`config.mk`:
```
export PLATFORM = sky130hd
export DESIGN_NAME = aluUnit_flat
export DESIGN_NICKNAME = d
export VERILOG_FILES = /design/src/common/srcPkg.sv /design/src/common/ctrlIf.sv /design/src/hw/datapath/aluUnit.sv /design/src/flat_wrapper.sv
export SDC_FILE = /design/constraint.sdc
export NUM_CORES = 1
export LEC_CHECK = 0
export BUFFER_PORTS_ARGS = -buffer_cell sky130_fd_sc_hd__buf_2
export CAP_MARGIN = 10
export CELL_PAD_IN_SITES_DETAIL_PLACEMENT = 0
export CELL_PAD_IN_SITES_GLOBAL_PLACEMENT = 1
export CORE_ASPECT_RATIO = 0.5
export CORE_MARGIN = 2
export CORE_UTILIZATION = 45
export CTS_BUF_LIST = sky130_fd_sc_hd__clkbuf_16
export CTS_CLUSTER_SIZE = 30
export DETAILED_ROUTE_END_ITERATION = 10
export PLACE_DENSITY_LB_ADDON = 0.1
export REMOVE_ABC_BUFFERS = 1
export SYNTH_ARGS = -nofsm -noshare
export SYNTH_HDL_FRONTEND = slang
export SYNTH_SLANG_ARGS = --single-unit
```
`constraint.sdc`:
```
create_clock -name clock -period 11.3 [get_ports clock]
set_clock_uncertainty 0.05 [all_clocks]
set_input_delay 2.26 -clock clock [delete_from_list [all_inputs] [get_ports clock]]
set_output_delay 2.26 -clock clock [all_outputs]
set_load 0.01 [all_outputs]
```
`src/common/srcPkg.sv`:
```
package srcPkg;

    localparam int wordBits    = 32;                // data and address width.
    localparam int regCount    = 16;                // general registers.
    localparam int regSelBits  = $clog2(regCount);  // register field width.
    localparam int memWords    = 512;               // ram depth.
    localparam int memAddrBits = $clog2(memWords);  // low mar bits used.
    localparam int opBits      = 5;                 // opcode field.
    localparam int constBits   = 19;                // immediate field.
    localparam int aluOpBits   = 2;

    localparam logic [aluOpBits-1:0] aluAdd = 2'd0; // also the idle code.
    localparam logic [aluOpBits-1:0] aluSub = 2'd1;
    localparam logic [aluOpBits-1:0] aluAnd = 2'd2;
    localparam logic [aluOpBits-1:0] aluOr  = 2'd3;

    localparam logic [1:0] condZero    = 2'b00; // brzr.
    localparam logic [1:0] condNonZero = 2'b01; // brnz.
    localparam logic [1:0] condPlus    = 2'b10; // brpl, sign clear.
    localparam logic [1:0] condMinus   = 2'b11; // brmi, sign set.

    typedef enum logic [opBits-1:0] {
        opLd   = 5'b00000,
        opSt   = 5'b00010,
        opAdd  = 5'b00011,
        opSub  = 5'b00100,
        opAnd  = 5'b01010,
        opOr   = 5'b01011,
        opAddi = 5'b01100,
        opAndi = 5'b01101,
        opOri  = 5'b01110,
        opBr   = 5'b10011,  // condition in c2.
        opIn   = 5'b10110,
        opOut  = 5'b10111,
        opNop  = 5'b11010,
        opHalt = 5'b11011
    } opcode_e;

    typedef enum logic [3:0] {
        stDefault = 4'b0000,
        stT0      = 4'b0001,
        stT1      = 4'b0010,
        stT2      = 4'b0011,
        stT3      = 4'b0100,
        stT4      = 4'b0101,
        stT5      = 4'b0110,
        stT6      = 4'b0111,
        stT7      = 4'b1000,
        stHalt    = 4'b1110,
        stMemWait = 4'b1111
    } stepState_e;

    typedef union packed {
        struct packed {
            opcode_e                                 op;
            logic [regSelBits-1:0]                   ra;
            logic [regSelBits-1:0]                   rb;
            logic [regSelBits-1:0]                   rc;
            logic [wordBits-opBits-3*regSelBits-1:0] spare;  // unused low bits.
        } rFormat;
        struct packed {
            opcode_e               op;
            logic [regSelBits-1:0] ra;
            logic [regSelBits-1:0] rb;  // low two bits are c2 on branches.
            logic [constBits-1:0]  c;
        } iFormat;
    } instrWord_u;

endpackage

```
`src/common/ctrlIf.sv`:
```
interface ctrlIf;
    import srcPkg::*;

    logic gra, grb, grc;                   // register field select.
    logic rIn, rOut, baOut, cOut;          // register bank and constant.
    logic pcOut, pcIn, incPc, irIn;        // pc and ir.
    logic yIn, zIn, zLowOut;               // alu registers.
    logic [aluOpBits-1:0] aluOp;
    logic marIn, mdrIn, mdrOut;            // memory registers.
    logic memRead, memWrite;
    logic inPortOut, outPortIn;            // io ports.
    logic conIn;                           // branch test.
    logic conFlag;                         // back from the alu.
    instrWord_u instr;                     // ir contents.

    modport seq (
        output gra, grb, grc, rIn, rOut, baOut, cOut,
        output pcOut, pcIn, incPc, irIn,
        output yIn, zIn, zLowOut, aluOp,
        output marIn, mdrIn, mdrOut, memRead, memWrite,
        output inPortOut, outPortIn, conIn,
        input  conFlag, instr
    );

    modport dp (
        input  gra, grb, grc, rIn, rOut, baOut, cOut,
        input  pcOut, pcIn, incPc, irIn,
        input  yIn, zIn, zLowOut, aluOp,
        input  marIn, mdrIn, mdrOut, memRead, memWrite,
        input  inPortOut, outPortIn, conIn,
        input  instr,
        output conFlag
    );

endinterface

```
`src/hw/datapath/aluUnit.sv`:
```
module aluUnit (
    input  logic                          clock,
    input  logic                          rstN,
    ctrlIf.dp                             ctrl,
    input  logic [srcPkg::wordBits-1:0]   busIn,
    output logic [srcPkg::wordBits-1:0]   zLow
);
    import srcPkg::*;

    logic [wordBits-1:0] y;
    logic [wordBits-1:0] z;
    logic [wordBits-1:0] aluResult;
    logic [1:0]          c2;
    logic                condMet;
    logic                conFf;

    assign c2 = ctrl.instr.iFormat.rb[1:0];  // branch condition field.

    always_ff @(posedge clock) begin
        if (ctrl.yIn)
            y <= busIn;
    end

    always_comb begin
        if (ctrl.incPc) begin
            aluResult = busIn + 1'b1;  // next pc.
        end else begin
            case (ctrl.aluOp)
                aluAdd:  aluResult = y + busIn;
                aluSub:  aluResult = y - busIn;
                aluAnd:  aluResult = y & busIn;
                aluOr:   aluResult = y | busIn;
                default: aluResult = y + busIn;
            endcase
        end
    end

    always_ff @(posedge clock) begin
        if (ctrl.zIn)
            z <= aluResult;
    end

    assign zLow = z;

    always_comb begin
        case (c2)
            condZero:    condMet = (busIn == '0);
            condNonZero: condMet = (busIn != '0);
            condPlus:    condMet = !busIn[wordBits-1];
            condMinus:   condMet = busIn[wordBits-1];
            default:     condMet = 1'b0;
        endcase
    end

    always_ff @(posedge clock) begin
        if (!rstN)
            conFf <= 1'b0;
        else if (ctrl.conIn)
            conFf <= condMet;  // held until the next branch test.
    end

    assign ctrl.conFlag = conFf;

endmodule

```
`src/flat_wrapper.sv`:
```
// flat-port wrapper written by rule: the top's interface ports become plain ports
module aluUnit_flat import srcPkg::*;
  (clock, rstN, busIn, zLow, ctrl_gra, ctrl_grb, ctrl_grc, ctrl_rIn, ctrl_rOut, ctrl_baOut, ctrl_cOut, ctrl_pcOut, ctrl_pcIn, ctrl_incPc, ctrl_irIn, ctrl_yIn, ctrl_zIn, ctrl_zLowOut, ctrl_aluOp, ctrl_marIn, ctrl_mdrIn, ctrl_mdrOut, ctrl_memRead, ctrl_memWrite, ctrl_inPortOut, ctrl_outPortIn, ctrl_conIn, ctrl_instr, ctrl_conFlag);
  ctrlIf ctrl_i ();
  input  logic clock;
  input  logic rstN;
  input  logic [srcPkg::wordBits-1:0] busIn;
  output logic [srcPkg::wordBits-1:0] zLow;
  input wire logic [$bits(ctrl_i.gra)-1:0] ctrl_gra;
  input wire logic [$bits(ctrl_i.grb)-1:0] ctrl_grb;
  input wire logic [$bits(ctrl_i.grc)-1:0] ctrl_grc;
  input wire logic [$bits(ctrl_i.rIn)-1:0] ctrl_rIn;
  input wire logic [$bits(ctrl_i.rOut)-1:0] ctrl_rOut;
  input wire logic [$bits(ctrl_i.baOut)-1:0] ctrl_baOut;
  input wire logic [$bits(ctrl_i.cOut)-1:0] ctrl_cOut;
  input wire logic [$bits(ctrl_i.pcOut)-1:0] ctrl_pcOut;
  input wire logic [$bits(ctrl_i.pcIn)-1:0] ctrl_pcIn;
  input wire logic [$bits(ctrl_i.incPc)-1:0] ctrl_incPc;
  input wire logic [$bits(ctrl_i.irIn)-1:0] ctrl_irIn;
  input wire logic [$bits(ctrl_i.yIn)-1:0] ctrl_yIn;
  input wire logic [$bits(ctrl_i.zIn)-1:0] ctrl_zIn;
  input wire logic [$bits(ctrl_i.zLowOut)-1:0] ctrl_zLowOut;
  input wire logic [$bits(ctrl_i.aluOp)-1:0] ctrl_aluOp;
  input wire logic [$bits(ctrl_i.marIn)-1:0] ctrl_marIn;
  input wire logic [$bits(ctrl_i.mdrIn)-1:0] ctrl_mdrIn;
  input wire logic [$bits(ctrl_i.mdrOut)-1:0] ctrl_mdrOut;
  input wire logic [$bits(ctrl_i.memRead)-1:0] ctrl_memRead;
  input wire logic [$bits(ctrl_i.memWrite)-1:0] ctrl_memWrite;
  input wire logic [$bits(ctrl_i.inPortOut)-1:0] ctrl_inPortOut;
  input wire logic [$bits(ctrl_i.outPortIn)-1:0] ctrl_outPortIn;
  input wire logic [$bits(ctrl_i.conIn)-1:0] ctrl_conIn;
  input wire logic [$bits(ctrl_i.instr)-1:0] ctrl_instr;
  output wire logic [$bits(ctrl_i.conFlag)-1:0] ctrl_conFlag;
  assign ctrl_i.gra = ctrl_gra;
  assign ctrl_i.grb = ctrl_grb;
  assign ctrl_i.grc = ctrl_grc;
  assign ctrl_i.rIn = ctrl_rIn;
  assign ctrl_i.rOut = ctrl_rOut;
  assign ctrl_i.baOut = ctrl_baOut;
  assign ctrl_i.cOut = ctrl_cOut;
  assign ctrl_i.pcOut = ctrl_pcOut;
  assign ctrl_i.pcIn = ctrl_pcIn;
  assign ctrl_i.incPc = ctrl_incPc;
  assign ctrl_i.irIn = ctrl_irIn;
  assign ctrl_i.yIn = ctrl_yIn;
  assign ctrl_i.zIn = ctrl_zIn;
  assign ctrl_i.zLowOut = ctrl_zLowOut;
  assign ctrl_i.aluOp = ctrl_aluOp;
  assign ctrl_i.marIn = ctrl_marIn;
  assign ctrl_i.mdrIn = ctrl_mdrIn;
  assign ctrl_i.mdrOut = ctrl_mdrOut;
  assign ctrl_i.memRead = ctrl_memRead;
  assign ctrl_i.memWrite = ctrl_memWrite;
  assign ctrl_i.inPortOut = ctrl_inPortOut;
  assign ctrl_i.outPortIn = ctrl_outPortIn;
  assign ctrl_i.conIn = ctrl_conIn;
  assign ctrl_i.instr = ctrl_instr;
  assign ctrl_conFlag = ctrl_i.conFlag;
  aluUnit u_core (.clock(clock), .rstN(rstN), .ctrl(ctrl_i), .busIn(busIn), .zLow(zLow));
endmodule
```
==> impl_metrics.toml, run 1 <==
[outcome]
outcome = "finished clean"

[timing]
final.min_clock_period_ns = 6.59
relSlewSlack_pct = 37.0
min_period_over_period_pct = 58.3
finalSetupViolCount = 0
fin_tns_setup_ns = 0
hold_violations = 0
slew_violations = 0
rsz0062_at_grt = "false"
worstMarginPinSlew_ns = 0.938
fmax_ghz = 0.152

[logic_synthesis]
ys_ff_latch = 65
ys_seq_area_share_pct = 33.5
yosys_warnings = 0
async_flop_share_pct = 0
synth_top_area_share_pct = 33.2
ys_top_cells_by_count = "64 x edfxtp_1, 58 x nand2_1, 53 x a21oi_1, 44 x nor2_1, 43 x xnor2_1"
syn_avg_cell_area_um2 = 8.97
yosys-top-cells-area = "edfxtp_1 33%, ha_1 7.6%, xnor2_1 6.5%"
syn_area_um2 = 5800
yosysTopAreaCell = "edfxtp_1"
synth-edff-count = 64
ys_types = 58
ys.flop_type = "edfxtp_1"
syn-instance-count = 646
yosysMostFrequentCell = "edfxtp_1"

[worst_setup_path]
cp_cell_sequence = "buf_2, nor4_4, nand4_1, nor4_1, nand2_1, nor4_1, a21oi_1, xnor2_1, ha_1, a21o_1, a31o_2, a21o_1, a211oi_1, o21ai_0, a21oi_1, xnor2_1, o21ai_1"
rrSetupSlack_ns = 7.64
critPathLaunchType = "input pin"
cp_top_family = "simple AND/OR/NAND/NOR gates"
critPathCaptureType = "register"
timing.rr.start = "u_core.y[0]"
path_buf_inv = 1
crit_cells = 17
cp_max_fo = 7
rr_worst_depth = 13
slowest_stage = "nor4_1"
path_class = "in -> reg"
startpoint = "busIn[5]"
arrival_ns = 6.62
crit_required_ns = 11.33
setup.worst_path.end = "u_core.zLow[31]"
slowest_delay_ns = 0.69
reg2reg_to = "u_core.zLow[24]"

[die]
initial_utilization_pct = 45.9
placementRows = 29
die_w_um = 165
die_y_um = 84.3
io_pins = 123
core_um2 = 12600
die_area_um2 = 13900

[global_route]
grt_usage_pct = 22.4
overflow = 0
grt_pass1_wl_um = 24200
grt_pass1_vias = 4656
grt_max_degree = 51
antenna_found_initial = 0

[cells_and_area]
post_route_cells_drive_above_1_share_pct = 15.1
num_antenna_cells = 0
finalNetCount = 812
area_delta_synth_final_pct = 11.8
fillers = 1228

[clocking]
cts_tree = "built"
cts_resized = 0
ctsHoldBuffers = 0
cts_setup_buffers = 0
numCtsBuffers = 9
clkTransAtPathRegs_ns = 0.06
cts_buffer_depth = 2
clock_latency_ns = 0.33
cts_max_level = 3
cts_root_buf = "clkbuf_16"
cts_num_sinks = 65

[routing]
wl_met3_um = 501
dr_wl_met2_um = 7060
num_vias = 4860
route.detailed.drc = 0
ant_nets = 0
first_pass_iters = 4
drt-total-wl_um = 15200
m1WireLength_um = 7560
viasPerCell = 5.64
drt-wirelength-per-cell_um = 17.7
top_layer = "met4"
drt_iter0_drc = 303

[placed_design]
dp_hpwl_um = 10500
io_buffers = 74
globalplace.congestion = 0.823

[hold_path]
whs_path_depth = 2
holdCritPathClass = "reg -> reg"

[power_and_ir_drop]
total_power_uw = 854
leakagePower_uw = 0.00251
max-vdd-ir-drop_mv = 0.0642
power.density_nw_per_um2 = 132

[run]
maxCapViolations = 0
per-layer routing:
layer | up-vias | global-route usage, %
met4 | 0 | 4.03
met3 | 11 | 4.00
met2 | 75 | 37.3
met1 | 2324 | 31.0
li1 | 2450 | -
met5 | - | 0
worst min-delay path, cell delays in order (launching register included):
cell	delay [ns]
dfxtp_1	0.31
nor2_1	0.09
a311oi_1	0.05
cell type report:
type | count | area, um^2 | area share (%)
multi-input cells | 520 | 3600 | 55.6
repair buffers | 78 | 400 | 6.18
well taps | 170 | 213 | 3.28
clock inverters | 7 | 55.1 | 0.849
clock buffers | 9 | 225 | 3.47
flip-flops and latches | 65 | 1940 | 30.0
inverters | 12 | 45.0 | 0.695
cell families (layout without fill, tap and decap cells):
family	count (synthesis)	count (layout)	synth area share (%)
AO/OA/AOI/OAI	179	179	19.4
XOR/XNOR	81	81	12.2
flip-flops	65	65	33.5
adder cells (fa/ha/maj)	61	61	12.2
multiplexers	9	9	1.60
buffers and inverters	61	106	4.36
AND/OR/NAND/NOR	190	190	16.7
state kept, by name (all words and copies together), names as in the netlist:
register	count
u_core.zLow	32
u_core.y	32
u_core.ctrl.conFlag	1
cell usage in the layout (no fill, tap or decap), types with 23 or more instances in the layout:
master    count
buf_2        74
edfxtp_1     64
nand2_1      58
a21oi_1      53
nor2_1       44
xnor2_1      43
xor2_1       38
ha_1         35
o21ai_0      33
maj3_1       25
nand3_1      23
power by group:
group	internal [uW]	leakage (uW)	total, uW	switching (uW)
combinational	117	0.00173	281	164
clock	167	0.000150	271	104
sequential	293	0.000633	302	8.73
metrics by stage:
step	area, um^2	util (%)	hold slack (ns)	cells	setup WS [ns]
CTS	6480	51.3	0.446	861	4.77
detailed placement	6200	49.1	0.438	845	4.46
global placement	6200	49.1	0.434	845	4.39
floorplan	5590	-	0.464	597	5.59
global route	6480	51.3	0.496	861	4.37
finish	6480	51.3	0.439	861	4.71
worst min path at each step:
stage,end,from,slack (ns)
finish,u_core.ctrl.conFlag,u_core.ctrl.conFlag,0.44
global route,u_core.ctrl.conFlag,u_core.ctrl.conFlag,0.50
CTS,u_core.ctrl.conFlag,u_core.ctrl.conFlag,0.45
detailed placement,u_core.ctrl.conFlag,u_core.ctrl.conFlag,0.44
global placement,u_core.ctrl.conFlag,u_core.ctrl.conFlag,0.43
floorplan,u_core.ctrl.conFlag,u_core.ctrl.conFlag,0.46
Power figures use the tool's default switching activity.
==> inputs of run 2 (changes only) <==
--- a/config.mk
+++ b/config.mk
@@ -11,7 +11,7 @@
 export CELL_PAD_IN_SITES_GLOBAL_PLACEMENT = 1
 export CORE_ASPECT_RATIO = 0.5
 export CORE_MARGIN = 2
-export CORE_UTILIZATION = 45
+export CORE_UTILIZATION = 42
 export CTS_BUF_LIST = sky130_fd_sc_hd__clkbuf_16
 export CTS_CLUSTER_SIZE = 30
 export DETAILED_ROUTE_END_ITERATION = 10
==> constraint.sdc (replaced) <==
create_clock -name clock -period 6.3 [get_ports clock]
set_clock_uncertainty 0.05 [all_clocks]
set_input_delay 1.26 -clock clock [delete_from_list [all_inputs] [get_ports clock]]
set_output_delay 1.26 -clock clock [all_outputs]
set_load 0.01 [all_outputs]
==> run 2 against run 1 <==
Compared with the run above: critical path depth up 1; via count up 0.60%; critical endpoint is now u_core.zLow[29]; utilization down 2.8 points; first-iteration DRC count down 3.6%; sequential share of layout area down 0.35 points; largest cell class unchanged; sequential power up 79%; register-to-register slack worse by 4.7 ns; global-route usage down 0.083 points; highest routed layer unchanged; die area up 6.9%; sequential cell count unchanged; power up 87%; combinational power up 83%.
==> impl_metrics.toml, run 2 (synthesis results as in run 1) <==
[hold_path]
whs_path_depth = 2
whs_endpoint = "u_core.ctrl.conFlag"
holdCritPathClass = "reg -> reg"
hold_start = "u_core.ctrl.conFlag"

[routing]
drt-wirelength-per-cell_um = 18.1
ant_nets = 0
route.detailed.drc = 0
num_vias = 4889
first_pass_iters = 5
drt_iter0_drc = 292
drt-total-wl_um = 15800
viasPerCell = 5.61

[worst_setup_path]
cp_max_fo = 8
reg2reg_to = "u_core.zLow[24]"
critPathCaptureType = "register"
path_buf_inv = 2
critPathLaunchType = "input pin"
slowest_delay_ns = 0.46
cp_cell_sequence = "buf_2, nor4_4, nand4_1, nor4_1, nand2_1, o21ai_0, xor2_1, ha_1, and3_1, nand2_1, a2111o_1, a21oi_1, nor3_1, buf_4, o21ai_1, a41oi_1, mux2i_1, a21oi_1"
rrSetupSlack_ns = 2.90
arrival_ns = 5.38
path_class = "in -> reg"
cp_top_family = "simple AND/OR/NAND/NOR gates"
slowest_stage = "nor4_1"
rr_worst_depth = 14
crit_required_ns = 6.30
timing.rr.start = "u_core.y[0]"
startpoint = "busIn[5]"

[die]
io_pins = 123
core_um2 = 13500
die_w_um = 170
die_y_um = 87.1
initial_utilization_pct = 42.9
placementRows = 30
die_area_um2 = 14800

[timing]
fin_tns_setup_ns = 0
hold_violations = 0
fmax_ghz = 0.186
worstMarginPinSlew_ns = 0.943
min_period_over_period_pct = 85.4
rsz0062_at_grt = "false"
relSlewSlack_pct = 36.9
finalSetupViolCount = 0
final.min_clock_period_ns = 5.38
slew_violations = 0

[clocking]
ctsHoldBuffers = 0
cts_resized = 0
cts_buffer_depth = 2
clock_latency_ns = 0.34
cts_num_sinks = 65
cts_max_level = 3
cts_root_buf = "clkbuf_16"
cts_tree = "built"
cts_setup_buffers = 0
numCtsBuffers = 9
clkTransAtPathRegs_ns = 0.06

[placed_design]
io_buffers = 74
dp_hpwl_um = 10800
globalplace.congestion = 0.807

[cells_and_area]
final_cell_mix = "74 x buf_2, 64 x edfxtp_1, 58 x nand2_1"
fillers = 1346
post_route_cells_drive_above_1_share_pct = 15.8
num_antenna_cells = 0
layout_commonest_cell = "buf_2"
area_delta_synth_final_pct = 13.1
finalCoreUtilization_pct = 48.5
finalNetCount = 817

[global_route]
grt_usage_pct = 22.3
grt_pass1_wl_um = 25500
overflow = 0
grt_max_degree = 50
antenna_found_initial = 0
grt_pass1_vias = 4770

[run]
maxCapViolations = 0

[power_and_ir_drop]
leakagePower_uw = 0.00253
power.density_nw_per_um2 = 243
max-vdd-ir-drop_mv = 0.108

[outcome]
outcome = "finished clean"
-- run 2: layer usage --
metal  vias up  global-route usage [%]  wire, um
li1       2463                       -         -
met1      2323                    31.2      7890
met2        92                    36.1      7130
met3        11                    4.27       627
met4         0                    5.05       140
met5         -                       0         0
-- run 2: power by group --
part | internal, uW | switching, uW | total [uW]
Sequential | 525 | 15.7 | 541
Clock | 342 | 198 | 541
Combinational | 215 | 299 | 515
Total | 1080 | 513 | 1600
-- run 2: worst max-delay path by stage --
stage | endpoint | slack [ns] | cells after the start
3_5_place_dp | u_core.zLow[29] | 0.71 | 18
2_1_floorplan | u_core.zLow[29] | 1.59 | 16
5_1_grt | u_core.zLow[29] | 0.59 | 18
6_report | u_core.zLow[29] | 0.92 | 18
3_3_place_gp | u_core.zLow[29] | 0.73 | 18
4_1_cts | u_core.zLow[29] | 1.04 | 18
-- run 2: tightest hold or removal path: cells and delay by family, from the launching register on --
kind,cells,cell delay (ns)
DFF,1,0.31
and+or+nand+nor,1,0.10
AOI/OAI and AO/OA,1,0.05
-- run 2: per-stage QoR --
stage                     total power [uW]  instances  cell area, um^2  hold slack (ns)  setup WS (ns)
after floorplan                        892        597             5590            0.464           1.59
after global placement                1060        856             6250            0.427          0.734
after detailed placement              1060        856             6250            0.444          0.714
after CTS                             1610        872             6560            0.452           1.04
after global routing                  1690        872             6560            0.485          0.590
final                                 1600        872             6560            0.448          0.918
-- run 2: layout make-up --
class / instances / area [um^2] / area share, %
multi-input cells: 520 / 3600 / 54.9
flip-flops and latches: 65 / 1940 / 29.6
repair buffers: 83 / 438 / 6.68
clock buffers: 9 / 225 / 3.43
well taps: 176 / 220 / 3.36
clock inverters: 7 / 86.3 / 1.32
inverters: 12 / 45.0 / 0.687
