$ cat config.mk
export PLATFORM = sky130hd
export DESIGN_NAME = controlSequencer_flat
export DESIGN_NICKNAME = d
export VERILOG_FILES = /design/src/common/srcPkg.sv /design/src/common/ctrlIf.sv /design/src/hw/controlSequencer/controlSequencer.sv /design/src/flat_wrapper.sv
export SDC_FILE = /design/constraint.sdc
export NUM_CORES = 1
export LEC_CHECK = 0
export ABC_AREA = 1
export ABC_CLOCK_PERIOD_IN_PS = 1550
export BUFFER_PORTS_ARGS = -buffer_cell sky130_fd_sc_hd__buf_2
export CORE_MARGIN = 4
export CORE_UTILIZATION = 40
export CTS_CLUSTER_DIAMETER = 120
export DETAILED_ROUTE_END_ITERATION = 16
export PLACE_DENSITY = 0.81
export REMOVE_ABC_BUFFERS = 1
export SYNTH_ARGS = -nofsm -noshare
export SYNTH_HDL_FRONTEND = slang
export SYNTH_SLANG_ARGS = --single-unit
$ cat constraint.sdc
create_clock -name clock -period 1.55 [get_ports clock]
set_clock_uncertainty 0.1 [all_clocks]
set_input_delay 0.0775 -clock clock [delete_from_list [all_inputs] [get_ports clock]]
set_output_delay 0.0775 -clock clock [all_outputs]
set_load 0.01 [all_outputs]
$ cat src/common/srcPkg.sv
package srcPkg;

    localparam int wordBits    = 32;                // data and address width.
    localparam int regCount    = 16;                // general registers.
    localparam int regSelBits  = $clog2(regCount);  // register field width.
    localparam int memWords    = 512;               // ram depth.
    localparam int memAddrBits = $clog2(memWords);  // low mar bits used.
    localparam int opBits      = 5;                 // opcode field.
    localparam int constBits   = 19;                // immediate field.
    localparam int aluOpBits   = 2;

    localparam logic [aluOpBits-1:0] aluAdd = 2'd0; // also the idle code.
    localparam logic [aluOpBits-1:0] aluSub = 2'd1;
    localparam logic [aluOpBits-1:0] aluAnd = 2'd2;
    localparam logic [aluOpBits-1:0] aluOr  = 2'd3;

    localparam logic [1:0] condZero    = 2'b00; // brzr.
    localparam logic [1:0] condNonZero = 2'b01; // brnz.
    localparam logic [1:0] condPlus    = 2'b10; // brpl, sign clear.
    localparam logic [1:0] condMinus   = 2'b11; // brmi, sign set.

    typedef enum logic [opBits-1:0] {
        opLd   = 5'b00000,
        opSt   = 5'b00010,
        opAdd  = 5'b00011,
        opSub  = 5'b00100,
        opAnd  = 5'b01010,
        opOr   = 5'b01011,
        opAddi = 5'b01100,
        opAndi = 5'b01101,
        opOri  = 5'b01110,
        opBr   = 5'b10011,  // condition in c2.
        opIn   = 5'b10110,
        opOut  = 5'b10111,
        opNop  = 5'b11010,
        opHalt = 5'b11011
    } opcode_e;

    typedef enum logic [3:0] {
        stDefault = 4'b0000,
        stT0      = 4'b0001,
        stT1      = 4'b0010,
        stT2      = 4'b0011,
        stT3      = 4'b0100,
        stT4      = 4'b0101,
        stT5      = 4'b0110,
        stT6      = 4'b0111,
        stT7      = 4'b1000,
        stHalt    = 4'b1110,
        stMemWait = 4'b1111
    } stepState_e;

    typedef union packed {
        struct packed {
            opcode_e                                 op;
            logic [regSelBits-1:0]                   ra;
            logic [regSelBits-1:0]                   rb;
            logic [regSelBits-1:0]                   rc;
            logic [wordBits-opBits-3*regSelBits-1:0] spare;  // unused low bits.
        } rFormat;
        struct packed {
            opcode_e               op;
            logic [regSelBits-1:0] ra;
            logic [regSelBits-1:0] rb;  // low two bits are c2 on branches.
            logic [constBits-1:0]  c;
        } iFormat;
    } instrWord_u;

endpackage

$ cat src/common/ctrlIf.sv
interface ctrlIf;
    import srcPkg::*;

    logic gra, grb, grc;                   // register field select.
    logic rIn, rOut, baOut, cOut;          // register bank and constant.
    logic pcOut, pcIn, incPc, irIn;        // pc and ir.
    logic yIn, zIn, zLowOut;               // alu registers.
    logic [aluOpBits-1:0] aluOp;
    logic marIn, mdrIn, mdrOut;            // memory registers.
    logic memRead, memWrite;
    logic inPortOut, outPortIn;            // io ports.
    logic conIn;                           // branch test.
    logic conFlag;                         // back from the alu.
    instrWord_u instr;                     // ir contents.

    modport seq (
        output gra, grb, grc, rIn, rOut, baOut, cOut,
        output pcOut, pcIn, incPc, irIn,
        output yIn, zIn, zLowOut, aluOp,
        output marIn, mdrIn, mdrOut, memRead, memWrite,
        output inPortOut, outPortIn, conIn,
        input  conFlag, instr
    );

    modport dp (
        input  gra, grb, grc, rIn, rOut, baOut, cOut,
        input  pcOut, pcIn, incPc, irIn,
        input  yIn, zIn, zLowOut, aluOp,
        input  marIn, mdrIn, mdrOut, memRead, memWrite,
        input  inPortOut, outPortIn, conIn,
        input  instr,
        output conFlag
    );

endinterface

$ cat src/hw/controlSequencer/controlSequencer.sv
module controlSequencer (
    input  logic clock,
    input  logic rstN,
    ctrlIf.seq   ctrl,
    output logic halted
);
    import srcPkg::*;

    stepState_e state;
    stepState_e nextState;
    stepState_e resumeState;                // where memWait goes next.
    opcode_e    op;
    logic isAluReg, isAluImm, isAlu, isAddi;
    logic isLd, isSt, isBr, isIn, isOut;
    logic isHalt, isExec;
    logic t0, t1, t2, t3, t4, t5, t6, t7;   // step decode.
    logic [aluOpBits-1:0] aluSel;
    logic anyStrobe;

    assign op       = ctrl.instr.rFormat.op;
    assign isAluReg = op inside {opAdd, opSub, opAnd, opOr};
    assign isAluImm = op inside {opAddi, opAndi, opOri};
    assign isAlu    = isAluReg || isAluImm;
    assign isAddi   = (op == opAddi);       // only immediate with a base.
    assign isLd     = (op == opLd);
    assign isSt     = (op == opSt);
    assign isBr     = (op == opBr);
    assign isIn     = (op == opIn);
    assign isOut    = (op == opOut);
    assign isHalt   = (op == opHalt);
    assign isExec   = isAlu || isLd || isSt || isBr || isIn || isOut;

    always_comb begin
        case (op)
            opSub:         aluSel = aluSub;
            opAnd, opAndi: aluSel = aluAnd;
            opOr, opOri:   aluSel = aluOr;
            default:       aluSel = aluAdd;  // add, addi, address and target sums.
        endcase
    end

    always_comb begin
        nextState = state;
        case (state)
            stDefault: nextState = stT0;
            stT0:      nextState = stT1;
            stT1:      nextState = stMemWait;
            stMemWait: nextState = resumeState;
            stT2:      nextState = stT3;
            stT3: begin
                if (isHalt)
                    nextState = stHalt;
                else if (isExec)
                    nextState = stT4;
                else
                    nextState = stT0;          // nop and unused codes.
            end
            stT4:      nextState = (isIn || isOut) ? stT0 : stT5;
            stT5: begin
                if (isAlu)
                    nextState = stT0;
                else if (isLd)
                    nextState = stMemWait;     // data read for ld.
                else
                    nextState = stT6;
            end
            stT6:      nextState = stT0;
            stT7:      nextState = stT0;
            stHalt:    nextState = stHalt;     // held until reset.
            default:   nextState = stDefault;
        endcase
    end

    always_ff @(posedge clock) begin
        if (!rstN) begin
            state       <= stDefault;
            resumeState <= stT2;
        end else begin
            state <= nextState;
            if (nextState == stMemWait)
                resumeState <= (state == stT5) ? stT7 : stT2;  // ld ends in T7.
        end
    end

    assign t0 = (state == stT0);
    assign t1 = (state == stT1);
    assign t2 = (state == stT2);
    assign t3 = (state == stT3);
    assign t4 = (state == stT4);
    assign t5 = (state == stT5);
    assign t6 = (state == stT6);
    assign t7 = (state == stT7);

    // one term per step that uses the strobe.
    assign ctrl.gra       = (t3 && (isSt || isIn || isOut || isBr)) || (t5 && isAlu) || (t7 && isLd);
    assign ctrl.grb       = (t3 && (isAlu || isLd)) || (t4 && isSt);
    assign ctrl.grc       = t4 && isAluReg;
    assign ctrl.rIn       = (t3 && isIn) || (t5 && isAlu) || (t7 && isLd);
    assign ctrl.rOut      = (t3 && (isAlu || isLd || isSt || isOut || isBr))
                          || (t4 && (isAluReg || isSt));
    assign ctrl.baOut     = (t3 && (isLd || isAddi)) || (t4 && isSt);  // r0 means no base.
    assign ctrl.cOut      = (t4 && (isAluImm || isLd)) || (t5 && (isSt || isBr));
    assign ctrl.pcOut     = t0 || (t4 && isBr);
    assign ctrl.pcIn      = t1 || (t6 && isBr && ctrl.conFlag);        // taken branch only.
    assign ctrl.incPc     = t0;
    assign ctrl.irIn      = t2;
    assign ctrl.yIn       = (t3 && (isAlu || isLd)) || (t4 && (isSt || isBr));
    assign ctrl.zIn       = t0 || (t4 && (isAlu || isLd)) || (t5 && (isSt || isBr));
    assign ctrl.zLowOut   = t1 || (t5 && (isAlu || isLd)) || (t6 && (isSt || isBr));
    assign ctrl.aluOp     = ctrl.zIn ? aluSel : aluAdd;
    assign ctrl.marIn     = t0 || (t5 && isLd) || (t6 && isSt);
    assign ctrl.mdrIn     = t1 || (t3 && isSt) || (t5 && isLd);
    assign ctrl.mdrOut    = t2 || (t7 && isLd);
    assign ctrl.memRead   = t1 || (t5 && isLd);
    assign ctrl.memWrite  = t6 && isSt;
    assign ctrl.inPortOut = t3 && isIn;
    assign ctrl.outPortIn = t3 && isOut;
    assign ctrl.conIn     = t3 && isBr;

    assign anyStrobe = ctrl.gra || ctrl.grb || ctrl.grc || ctrl.rIn || ctrl.rOut
                     || ctrl.baOut || ctrl.cOut || ctrl.pcOut || ctrl.pcIn || ctrl.incPc
                     || ctrl.irIn || ctrl.yIn || ctrl.zIn || ctrl.zLowOut || ctrl.marIn
                     || ctrl.mdrIn || ctrl.mdrOut || ctrl.memRead || ctrl.memWrite
                     || ctrl.inPortOut || ctrl.outPortIn || ctrl.conIn || (ctrl.aluOp != aluAdd);

    assign halted = (state == stHalt);

    // ram data lands during the wait step.
    assert property (@(posedge clock) disable iff (!rstN)
        ctrl.memRead |=> state == stMemWait);

    // halt is final and quiet.
    assert property (@(posedge clock) disable iff (!rstN)
        state == stHalt |=> state == stHalt && !anyStrobe);

endmodule

$ cat src/flat_wrapper.sv
// flat-port wrapper written by rule: the top's interface ports become plain ports
module controlSequencer_flat import srcPkg::*;
  (clock, rstN, halted, ctrl_gra, ctrl_grb, ctrl_grc, ctrl_rIn, ctrl_rOut, ctrl_baOut, ctrl_cOut, ctrl_pcOut, ctrl_pcIn, ctrl_incPc, ctrl_irIn, ctrl_yIn, ctrl_zIn, ctrl_zLowOut, ctrl_aluOp, ctrl_marIn, ctrl_mdrIn, ctrl_mdrOut, ctrl_memRead, ctrl_memWrite, ctrl_inPortOut, ctrl_outPortIn, ctrl_conIn, ctrl_conFlag, ctrl_instr);
  ctrlIf ctrl_i ();
  input  logic clock;
  input  logic rstN;
  output logic halted;
  output wire logic [$bits(ctrl_i.gra)-1:0] ctrl_gra;
  output wire logic [$bits(ctrl_i.grb)-1:0] ctrl_grb;
  output wire logic [$bits(ctrl_i.grc)-1:0] ctrl_grc;
  output wire logic [$bits(ctrl_i.rIn)-1:0] ctrl_rIn;
  output wire logic [$bits(ctrl_i.rOut)-1:0] ctrl_rOut;
  output wire logic [$bits(ctrl_i.baOut)-1:0] ctrl_baOut;
  output wire logic [$bits(ctrl_i.cOut)-1:0] ctrl_cOut;
  output wire logic [$bits(ctrl_i.pcOut)-1:0] ctrl_pcOut;
  output wire logic [$bits(ctrl_i.pcIn)-1:0] ctrl_pcIn;
  output wire logic [$bits(ctrl_i.incPc)-1:0] ctrl_incPc;
  output wire logic [$bits(ctrl_i.irIn)-1:0] ctrl_irIn;
  output wire logic [$bits(ctrl_i.yIn)-1:0] ctrl_yIn;
  output wire logic [$bits(ctrl_i.zIn)-1:0] ctrl_zIn;
  output wire logic [$bits(ctrl_i.zLowOut)-1:0] ctrl_zLowOut;
  output wire logic [$bits(ctrl_i.aluOp)-1:0] ctrl_aluOp;
  output wire logic [$bits(ctrl_i.marIn)-1:0] ctrl_marIn;
  output wire logic [$bits(ctrl_i.mdrIn)-1:0] ctrl_mdrIn;
  output wire logic [$bits(ctrl_i.mdrOut)-1:0] ctrl_mdrOut;
  output wire logic [$bits(ctrl_i.memRead)-1:0] ctrl_memRead;
  output wire logic [$bits(ctrl_i.memWrite)-1:0] ctrl_memWrite;
  output wire logic [$bits(ctrl_i.inPortOut)-1:0] ctrl_inPortOut;
  output wire logic [$bits(ctrl_i.outPortIn)-1:0] ctrl_outPortIn;
  output wire logic [$bits(ctrl_i.conIn)-1:0] ctrl_conIn;
  input wire logic [$bits(ctrl_i.conFlag)-1:0] ctrl_conFlag;
  input wire logic [$bits(ctrl_i.instr)-1:0] ctrl_instr;
  assign ctrl_gra = ctrl_i.gra;
  assign ctrl_grb = ctrl_i.grb;
  assign ctrl_grc = ctrl_i.grc;
  assign ctrl_rIn = ctrl_i.rIn;
  assign ctrl_rOut = ctrl_i.rOut;
  assign ctrl_baOut = ctrl_i.baOut;
  assign ctrl_cOut = ctrl_i.cOut;
  assign ctrl_pcOut = ctrl_i.pcOut;
  assign ctrl_pcIn = ctrl_i.pcIn;
  assign ctrl_incPc = ctrl_i.incPc;
  assign ctrl_irIn = ctrl_i.irIn;
  assign ctrl_yIn = ctrl_i.yIn;
  assign ctrl_zIn = ctrl_i.zIn;
  assign ctrl_zLowOut = ctrl_i.zLowOut;
  assign ctrl_aluOp = ctrl_i.aluOp;
  assign ctrl_marIn = ctrl_i.marIn;
  assign ctrl_mdrIn = ctrl_i.mdrIn;
  assign ctrl_mdrOut = ctrl_i.mdrOut;
  assign ctrl_memRead = ctrl_i.memRead;
  assign ctrl_memWrite = ctrl_i.memWrite;
  assign ctrl_inPortOut = ctrl_i.inPortOut;
  assign ctrl_outPortIn = ctrl_i.outPortIn;
  assign ctrl_conIn = ctrl_i.conIn;
  assign ctrl_i.conFlag = ctrl_conFlag;
  assign ctrl_i.instr = ctrl_instr;
  controlSequencer u_core (.clock(clock), .rstN(rstN), .ctrl(ctrl_i), .halted(halted));
endmodule
==> flow_summary.yaml, run 1 <==
outcome:
  status: "finished with violations"
  violated_checks: "setup timing"
timing:
  layout_worst_path_cycle_share: 1.08
  worst_slew_margin_rel: 0.731
  rsz0062_at_grt: "yes"
  final_critical_path_setup_slack_ns: -0.131
  period_needed_ns: 1.68
  final-hold-violation-count: 0
  worst_pin_slew_ns: 0.400
  setup_violations: 12
  fin_setup_tns_ns: -0.817
  max_clock_freq_mhz: 595
  drv_slew: 0
floorplanning:
  die_area_um2: 2870
  dieHeight_um: 53.5
  floorplan.die.width_um: 53.5
  start_util: 0.423
  coreArea_um2: 1960
  fp-row-count: 16
  ioPinCount: 60
drt:
  route.vias.total: 1134
  vias_per_cell: 5.18
  drt_iter0_drc: 62
  routed_wire_length_per_instance_um: 12.7
  wirelength_um: 2780
  route.detailed.drc: 0
  ant_nets: 0
  detail_route.first_pass.iterations: 4
placement:
  globalplace.congestion: 0.871
  io_buffers: 32
  place_worst_setup_slack_ns: 0.0332
  place_hpwl_um: 1940
setup_path:
  crit_fanout: 5
  critical_path_required_ns: 1.37
  crit_path_start: "u_core.state[1]$_SDFF_PN0_"
  critPathArrivalTime_ns: 1.50
  setup.worst_path.start_class: "register"
  critical_path_class: "reg -> out"
  regToRegStartpoint: "u_core.state[1]$_SDFF_PN0_"
  critPathCaptureType: "output pin"
min_path:
  hold_class: "in -> reg"
  hold_start: "ctrl_instr[28]"
cells_and_area:
  syn2layout_area_growth_pct: 51.7
  antenna_cells: 0
  layout_common_cells: "buf_2 (30), nand2_1 (29), nor2_1 (19), inv_1 (16), buf_4 (11)"
  sequential_cell_area_um2: 130
  multiInputGateArea_um2: 674
  drive_above_1_share: 0.500
  utilization: 0.642
  nFillCells: 172
  finish.net_count: 229
  most_common_cell_after_layout_fill_and_taps_aside: "buf_2"
pwr:
  powerDensity_nw_per_um2: 1260
  irDropWorstVdd_v: 0.000735
  total_leakage_power_uw: 0.000709
yosys:
  netlist_area_um2: 830
  synth-edff-count: 0
  yosys.area.top_type: "dfxtp_1"
  post_synth.cell_area_avg_um2: 5.80
  synth.lib_cells_used.distinct: 27
  ys_seq_area_frac: 0.145
  ys_seq_elements: 6
  synth_top_area_frac: 0.145
  ys_warn_count: 0
  synthCells: 143
  dominantRegCellSynth: "dfxtp_1"
  post_synth_main_area_contributors: "dfxtp_1 (14%), nand2_1 (14%), nor2_1 (11%)"
  async_flop_share: 0
cts:
  tritoncts.num_buffers: 3
  cts_htree_levels: 1
  clock_tree.root_cell: "clkbuf_4"
  cts-root-to-sink-buffers: 2
  clock_sinks: 6
  insertion_delay_ns: 0.25
  worst_setup_hold_path_clk_slew_ns: 0.05
  tritoncts: "built"
global_routing:
  global_route.overflow_total: 0
  grt_usage: 0.182
  grt_antenna_before_repair: 0
  grt_pass1_wl_um: 3910
  first_global_vias: 943
  grt_start_max_net_pins: 9
flow_run:
  timing.max_cap.violations: 0
layout make-up:
class | instances | share of cell area
Multi-Input combinational cell | 111 | 0.536
Timing Repair Buffer | 47 | 0.238
Sequential cell | 6 | 0.103
Inverter | 25 | 0.0785
Tap cell | 27 | 0.0268
Clock buffer | 3 | 0.0179
Yosys cell counts, types with 3 or more instances:
cell type	instances
a21oi_1	5
a31oi_1	3
dfxtp_1	6
inv_1	20
inv_2	4
nand2_1	31
nand2_2	6
nand3_1	8
nand3_2	3
nor2_1	25
nor2_4	3
nor3_1	4
o21ai_0	6
path summary, 6_finish.rpt:
| kind | end | slack (ns) | cells after the start |
|---|---|---|---|
| worst max-delay path | ctrl_yIn | -0.13 | 6 |
| worst min-delay path | u_core.state[3]$_SDFF_PN0_ | 0.27 | 5 |
| worst max register to register | u_core.state[2]$_SDFF_PN0_ | -0.04 | 9 |
| worst min register to register | u_core.resumeState[1]$_SDFFE_PN1N_ | 0.39 | 2 |
critical path, stage by stage, from the launching register on:
cell and delay [ns]:
dfxtp_4 0.36, buf_6 0.14, nor3_4 0.25, buf_4 0.17, inv_2 0.04, o21ai_1 0.15, buf_2 0.15
layer usage:
layer,track usage,wire length [um],vias up,part of all wire
met5,0,0,-,0
met4,0.0723,66,0,0.024
met3,0.0360,199,10,0.072
met2,0.302,1390,61,0.50
met1,0.230,1120,500,0.40
li1,-,-,563,-
cell families after synthesis:
logic type             synth area share
flip-flops                        0.145
AO/OA/AOI/OAI                     0.152
buffers and inverters             0.130
AND/OR/NAND/NOR                   0.573
repair_timing:
item,in CTS,in global routing
gates resized for setup,17,20
setup endpoints to repair,21,20
pin swaps,6,7
setup buffers,4,6
endpoints found under the hold margin,3,0
hold buffers,1,0
where the power goes:
group	switching (uW)	leakage (uW)	internal, uW
Sequential	69.4	0.0000511	214
Clock	61.1	0.0000138	87.9
Combinational	660	0.000644	495
per-stage QoR:
| step | cell area [um^2] | total power [uW] | instances | hold WS, ns |
|---|---|---|---|---|
| after floorplan | 818 | 819 | 142 | 0.0466 |
| after global placement | 1040 | 1090 | 205 | 0.190 |
| after detailed placement | 1040 | 1100 | 205 | 0.195 |
| after CTS | 1150 | 1380 | 213 | 0.237 |
| after global routing | 1260 | 1690 | 219 | 0.255 |
| final | 1260 | 1590 | 219 | 0.267 |
state kept, by name, summed over array words and instances, names as in the netlist:
signal	cells
u_core.resumeState	2
u_core.state	4
Power figures use the tool's default switching activity.
==> inputs of run 2 (changes only) <==
--- a/config.mk
+++ b/config.mk
@@ -5,14 +5,14 @@
 export SDC_FILE = /design/constraint.sdc
 export NUM_CORES = 1
 export LEC_CHECK = 0
-export ABC_AREA = 1
+export ABC_AREA = 0
 export ABC_CLOCK_PERIOD_IN_PS = 1550
 export BUFFER_PORTS_ARGS = -buffer_cell sky130_fd_sc_hd__buf_2
 export CORE_MARGIN = 4
-export CORE_UTILIZATION = 40
+export CORE_UTILIZATION = 44
 export CTS_CLUSTER_DIAMETER = 120
 export DETAILED_ROUTE_END_ITERATION = 16
-export PLACE_DENSITY = 0.81
+export PLACE_DENSITY = 0.83
 export REMOVE_ABC_BUFFERS = 1
 export SYNTH_ARGS = -nofsm -noshare
 export SYNTH_HDL_FRONTEND = slang
==> run 2 against run 1 <==
Against the previous run: the run still ends with setup timing left; core utilization increased by 31 points; clock power increased by 7%; clock-buffer cell count unchanged; combinational power increased by 94%; design area increased by 67%; total power increased by 70%; register-to-register slack got worse by 0.18 ns; sequential share of layout area decreased by 3.9 points.
==> flow_summary.yaml, run 2 <==
outcome:
  status: "finished with violations"
  violated_checks: "setup timing"
floorplanning:
  ioPinCount: 60
  coreArea_um2: 2210
  dieHeight_um: 56.1
  fp-row-count: 17
  die_area_um2: 3140
  floorplan.die.width_um: 56.1
  start_util: 0.460
placement:
  place_worst_setup_slack_ns: -0.139
  place_hpwl_um: 3140
  post_dp_area_um2: 1480
  io_buffers: 32
  globalplace.congestion: 0.947
global_routing:
  global_route.overflow_total: 0
  grt_usage: 0.343
  grt_antenna_before_repair: 0
  grt_start_max_net_pins: 12
  first_global_vias: 1645
  grt_pass1_wl_um: 8410
flow_run:
  timing.max_cap.violations: 0
setup_path:
  critical_path_class: "reg -> out"
  crit_fanout: 4
  critPathArrivalTime_ns: 1.75
  critPathCaptureType: "output pin"
  critical_path_required_ns: 1.37
  setup.worst_path.start_class: "register"
yosys:
  dominantRegCellSynth: "dfxtp_1"
  ys_seq_area_frac: 0.118
  async_flop_share: 0
  compound_gate_portion_of_the_synthesized_area: 0.299
  synth_xor_xnor_area_share: 0.00861
  ys_seq_elements: 6
  post_synth.cell_area_avg_um2: 6.74
  yosys-mux-area-fraction: 0
  synth-edff-count: 0
  post_synth_main_area_contributors: "dfxtp_1 (12%), nand2_1 (6.6%), nand2b_1 (4.9%)"
  synth.lib_cells_used.distinct: 50
  synthCells: 151
  ys_top_cells_by_count: "nand2_1 (18), nor2_1 (10), a21oi_1 (9), clkbuf_1 (9), o21ai_0 (9)"
  synth_top_family_by_area: "simple AND/OR/NAND/NOR gates"
  ys_warn_count: 0
  netlist_area_um2: 1020
  yosys.cell_count.top_type: "nand2_1"
  synth_area_in_simple_gates: 0.503
  yosys.area.top_type: "dfxtp_1"
  synth_adder_area_share: 0
  synth_top_area_frac: 0.118
cells_and_area:
  sequential_cell_area_um2: 135
  antenna_cells: 0
  most_common_cell_after_layout_fill_and_taps_aside: "buf_4"
  final_cell_area_um2: 2100
  syn2layout_area_growth_pct: 107
  max_flop_register: "u_core.state"
  finish.net_count: 269
  multiInputGateArea_um2: 1150
  nFillCells: 57
  layout_common_cells: "buf_4 (44), buf_6 (23), buf_2 (21), nand2_1 (13)"
  reg_top3: "u_core.state x4, u_core.resumeState x2"
  largest_reg_flops: 4
  drive_above_1_share: 0.655
timing:
  period_needed_ns: 1.93
  max_clock_freq_mhz: 519
  fin_setup_tns_ns: -4.81
  final-hold-violation-count: 0
  drv_slew: 0
  rsz0062_at_grt: "yes"
  worst_slew_margin_rel: 0.630
  setup_violations: 26
  worst_pin_slew_ns: 0.547
  layout_worst_path_cycle_share: 1.24
  final_critical_path_setup_slack_ns: -0.377
drt:
  ant_nets: 0
  route.vias.total: 1844
  routed_wire_length_per_instance_um: 26.7
  wirelength_um: 6950
  vias_per_cell: 7.09
  route.detailed.drc: 0
  detail_route.first_pass.iterations: 5
  drt_iter0_drc: 237
pwr:
  powerDensity_nw_per_um2: 1280
  combinationalPowerShare: 0.833
  irDropWorstVdd_v: 0.00146
  total_power_uw: 2700
  total_leakage_power_uw: 0.000923
  sequentialPowerShare: 0.108
  clock_power_share: 0.059
  power_switching_share: 0.475
  power_report.internal_total_uw: 1420
  netSwitchingPower_uw: 1280
cts:
  tritoncts.num_buffers: 3
  worst_setup_hold_path_clk_slew_ns: 0.06
  insertion_delay_ns: 0.26
  tritoncts: "built"
  clock_tree.root_cell: "clkbuf_4"
  clock_sinks: 6
  cts-root-to-sink-buffers: 2
  cts_htree_levels: 1
min_path:
  hold_class: "reg -> reg"
-- run 2: per-stage QoR --
step / util / hold slack, ns / std cells
6_report: 0.950 / 0.417 / 260
5_1_grt: 0.950 / 0.432 / 260
4_1_cts: 0.794 / 0.339 / 253
3_5_place_dp: 0.670 / 0.196 / 241
3_3_place_gp: 0.670 / 0.185 / 241
2_1_floorplan: - / 0.0537 / 137
-- run 2: worst paths after layout --
kind,startpoint,slack [ns],cells after the start,endpoint
max,u_core.state[1]$_SDFF_PN0_,-0.38,6,ctrl_aluOp[0]
min,u_core.resumeState[3]$_SDFFE_PN0N_,0.42,2,u_core.resumeState[3]$_SDFFE_PN0N_
max reg2reg,u_core.state[3]$_SDFF_PN0_,-0.22,7,u_core.state[2]$_SDFF_PN0_
min reg2reg,u_core.resumeState[3]$_SDFFE_PN0N_,0.42,2,u_core.resumeState[3]$_SDFFE_PN0N_
-- run 2: repair_timing --
item | CTS | global route
resized for setup | 46 | 65
hold endpoints to repair | 1 | 0
pin swaps | 15 | 16
setup buffers | 8 | 9
hold buffers | 1 | 0
endpoints found under the setup margin | 26 | 29
-- run 2: area by class of cell --
type,count,area share
Multi-Input combinational cell,128,0.550
Timing Repair Buffer,92,0.353
Tap cell,28,0.0167
Inverter,3,0.00536
Clock buffer,3,0.0107
Sequential cell,6,0.0643
-- run 2: cells by family after synthesis --
kind of cell	Yosys count
simple gates	84
compound gates	43
buf+inv	17
flops	6
xor+xnor	1
-- run 2: routing by layer --
layer	wire (um)	track usage
met1	2470	0.401
met5	0	0
met2	3030	0.556
met4	498	0.176
met3	952	0.109
-- run 2: worst max-delay path, cell delays in order, from the launching register on --
cell	delay [ns]
dfxtp_4	0.36
buf_6	0.13
nor4bb_4	0.31
buf_6	0.19
o21ai_4	0.09
a211oi_2	0.23
buf_2	0.18
-- run 2: power by group through the flow --
| stage | logic (uW) | registers (uW) | clock network, uW |
|---|---|---|---|
| finish | 2250 | 292 | 160 |
| global route | 2300 | 295 | 174 |
| detailed placement | 1230 | 245 | 0 |
| floorplan | 528 | 316 | 0 |
| global placement | 1190 | 242 | 0 |
| CTS | 1600 | 274 | 147 |
==> inputs of run 3 (changes only) <==
==> constraint.sdc (replaced) <==
create_clock -name clock -period 1.55 [get_ports clock]
set_clock_uncertainty 0.1 [all_clocks]
set_input_delay 0.155 -clock clock [delete_from_list [all_inputs] [get_ports clock]]
set_output_delay 0.155 -clock clock [all_outputs]
set_load 0.01 [all_outputs]
==> run 3 against run 2 <==
Against the previous run: the flow now stops in global routing (5_1_grt); synthesized area unchanged; synthesized cell count did not move.
==> flow_summary.yaml, run 3 <==
outcome:
  status: "stopped before the end"
  stop_stage: "global routing (5_1_grt)"
  error: "[ERROR DPL-0038] Utilization greater than 100%, impossible to legalize"
cts:
  tritoncts.num_buffers: 3
  cts-root-to-sink-buffers: 2
  cts_htree_levels: 1
  clock_sinks: 6
  clock_tree.root_cell: "clkbuf_4"
yosys:
  synth_top_area_frac: 0.118
  synth-edff-count: 0
  ys_top_cells_by_count: "nand2_1 (18), nor2_1 (10), a21oi_1 (9), clkbuf_1 (9), o21ai_0 (9)"
  netlist_area_um2: 1020
  ys_seq_elements: 6
  ys_seq_area_frac: 0.118
  yosys.area.top_type: "dfxtp_1"
  yosys.cell_count.top_type: "nand2_1"
  synthCells: 151
  post_synth_main_area_contributors: "dfxtp_1 (12%), nand2_1 (6.6%), nand2b_1 (4.9%)"
  ys_warn_count: 0
  dominantRegCellSynth: "dfxtp_1"
  post_synth.cell_area_avg_um2: 6.74
  async_flop_share: 0
  synth.lib_cells_used.distinct: 50
floorplanning:
  floorplan.die.width_um: 56.1
  ioPinCount: 60
  start_util: 0.460
  dieHeight_um: 56.1
  fp-row-count: 17
placement:
  globalplace.congestion: 0.988
  place_worst_setup_slack_ns: -0.335
  io_buffers: 32
  place_hpwl_um: 3270
timing:
  worst_path_end_type: "output port"
  globalroute.repair_timing.worst_endpoint: "ctrl_aluOp[0]"
global_routing:
  grt_start_max_net_pins: 13
run 3: cell counts after synthesis:
No cell type changed its count.
run 3: timing repair:
action / 4_1_cts
pin swaps: 10
setup buffers: 9
setup endpoints to repair: 27
resized for setup: 53
hold buffers: 0
run 3: cell families after synthesis:
group,share of synthesized area
simple gates,0.503
xor+xnor,0.00861
compound gates,0.299
flops,0.118
buf+inv,0.0713
run 3: metrics by stage:
step                      setup TNS [ns]  area [um^2]  hold slack, ns  instances   util
after CTS                          -4.94         1880          0.0496        265  0.850
after detailed placement           -3.96         1570           0.308        253  0.710
after global placement             -3.27         1570           0.271        253  0.710
after floorplan                    -1.41          956           0.131        137      -
==> inputs of run 4 (changes only) <==
--- a/config.mk
+++ b/config.mk
@@ -8,11 +8,10 @@
 export ABC_AREA = 0
 export ABC_CLOCK_PERIOD_IN_PS = 1550
 export BUFFER_PORTS_ARGS = -buffer_cell sky130_fd_sc_hd__buf_2
-export CORE_MARGIN = 4
-export CORE_UTILIZATION = 44
-export CTS_CLUSTER_DIAMETER = 120
+export CORE_AREA = 4 4 65 67
 export DETAILED_ROUTE_END_ITERATION = 16
-export PLACE_DENSITY = 0.83
+export DIE_AREA = 0 0 69 71
+export PLACE_DENSITY_LB_ADDON = 0.15
 export REMOVE_ABC_BUFFERS = 1
 export SYNTH_ARGS = -nofsm -noshare
 export SYNTH_HDL_FRONTEND = slang
==> run 4 against run 3 <==
Against the previous run: the flow now finishes, with violations (setup timing).
==> flow_summary.yaml, run 4 (synthesized netlist as in run 2, its figures left out) <==
floorplanning:
  start_util: 0.280
  fp-row-count: 22
  coreArea_um2: 3630
  dieHeight_um: 71
  ioPinCount: 60
  die_area_um2: 4900
  floorplan.die.width_um: 69
global_routing:
  global_route.overflow_total: 0
  grt_pass1_wl_um: 7900
  grt_start_max_net_pins: 11
  first_global_vias: 1602
  grt_antenna_before_repair: 0
  grt_usage: 0.195
placement:
  io_buffers: 32
  place_hpwl_um: 3160
  globalplace.congestion: 0.905
  post_dp_area_um2: 1570
cells_and_area:
  drive_above_1_share: 0.693
  antenna_cells: 0
  layout_common_cells: "buf_4 (54), buf_6 (33), buf_2 (19), nand2_1 (12), o21ai_0 (6)"
  final_cell_area_um2: 2330
  max_flop_register: "u_core.state"
  most_common_cell_after_layout_fill_and_taps_aside: "buf_4"
  largest_reg_flops: 4
  nFillCells: 304
  reg_top3: "u_core.state x4, u_core.resumeState x2"
  syn2layout_area_growth_pct: 129
  finish.net_count: 288
drt:
  drt_iter0_drc: 101
  routed_wire_length_per_instance_um: 16.4
  vias_per_cell: 5.29
  wirelength_um: 4900
  route.vias.total: 1581
  route.detailed.drc: 0
  ant_nets: 0
  detail_route.first_pass.iterations: 4
setup_path:
  setup.worst_path.start_class: "register"
  critPathArrivalTime_ns: 1.63
  critPathCaptureType: "output pin"
  critical_path_required_ns: 1.29
  critical_path_class: "reg -> out"
  crit_fanout: 6
pwr:
  power_report.internal_total_uw: 1630
  sequentialPowerShare: 0.117
  total_power_uw: 2770
  powerDensity_nw_per_um2: 1190
  clock_power_share: 0.088
  combinationalPowerShare: 0.796
  netSwitchingPower_uw: 1140
  irDropWorstVdd_v: 0.000666
  power_switching_share: 0.412
  total_leakage_power_uw: 0.00105
timing:
  drv_slew: 0
  layout_worst_path_cycle_share: 1.21
  worst_pin_slew_ns: 0.377
  worst_slew_margin_rel: 0.745
  max_clock_freq_mhz: 532
  final_critical_path_setup_slack_ns: -0.331
  setup_violations: 25
  rsz0062_at_grt: "yes"
  period_needed_ns: 1.88
  final-hold-violation-count: 0
cts:
  insertion_delay_ns: 0.23
  cts-root-to-sink-buffers: 2
  ctsHoldBuffers: 0
  clock_tree.root_cell: "clkbuf_8"
  tritoncts.num_buffers: 3
  worst_setup_hold_path_clk_slew_ns: 0.04
  tritoncts: "built"
  cts_htree_levels: 1
  clock_sinks: 6
outcome:
  status: "finished with violations"
  violated_checks: "setup timing"
flow_run:
  timing.max_cap.violations: 0
min_path:
  hold_class: "in -> reg"
==> run 4: metal layers <==
metal,vias to the layer above,GRT usage,part of all wire
met2,52,0.344,0.50
met5,-,0,0
met3,15,0.0284,0.045
li1,763,-,-
met4,0,0.0651,0.022
met1,751,0.243,0.43
==> run 4: worst max-delay path, cell delays in order, from the launching register on <==
cell,delay [ns]
dfxtp_4,0.36
buf_4,0.17
nand4bb_4,0.23
or3_4,0.36
a21oi_2,0.13
buf_2,0.14
==> run 4: worst paths after layout <==
kind | from | end | slack, ns | depth (start not counted)
worst min register to register | u_core.resumeState[3]$_SDFFE_PN0N_ | u_core.resumeState[3]$_SDFFE_PN0N_ | 0.38 | 2
worst max-delay path | u_core.state[3]$_SDFF_PN0_ | ctrl_baOut | -0.33 | 5
worst min-delay path | rstN | u_core.resumeState[1]$_SDFFE_PN1N_ | 0.05 | 2
worst max register to register | u_core.state[0]$_SDFF_PN0_ | u_core.state[2]$_SDFF_PN0_ | -0.07 | 8
==> run 4: area by class of cell <==
cell class	instances	area (um^2)	share of cell area
clock buffers	3	41.3	0.0177
inverters	3	11.3	0.00484
multi-input cells	128	1120	0.483
flip-flops and latches	6	135	0.0580
well taps	48	60.1	0.0258
repair buffers	111	957	0.411
==> run 4: per-stage QoR <==
| stage | setup WS [ns] | utilization | std cells | hold slack (ns) | TNS [ns] |
|---|---|---|---|---|---|
| after floorplan | -0.275 | - | 137 | 0.131 | -1.41 |
| after global placement | -0.290 | 0.433 | 270 | 0.273 | -3.52 |
| after detailed placement | -0.276 | 0.433 | 270 | 0.264 | -3.60 |
| after CTS | -0.332 | 0.586 | 291 | 0.0380 | -3.44 |
| after global routing | -0.404 | 0.641 | 299 | 0.0535 | -5.63 |
| final | -0.331 | 0.641 | 299 | 0.0480 | -4.27 |
==> run 4: power groups by stage <==
stage	sequential (uW)	combinational, uW	clock (uW)
after floorplan	316	528	0
after global placement	277	1250	0
after detailed placement	273	1250	0
after CTS	311	1840	244
after global routing	330	2320	260
final	324	2210	243
==> run 4: repair_timing <==
action,4_1_cts,5_1_grt
gates cloned,0,0
resized for setup,96,29
endpoints found under the setup margin,30,29
setup buffers,21,12
pin swaps,25,16
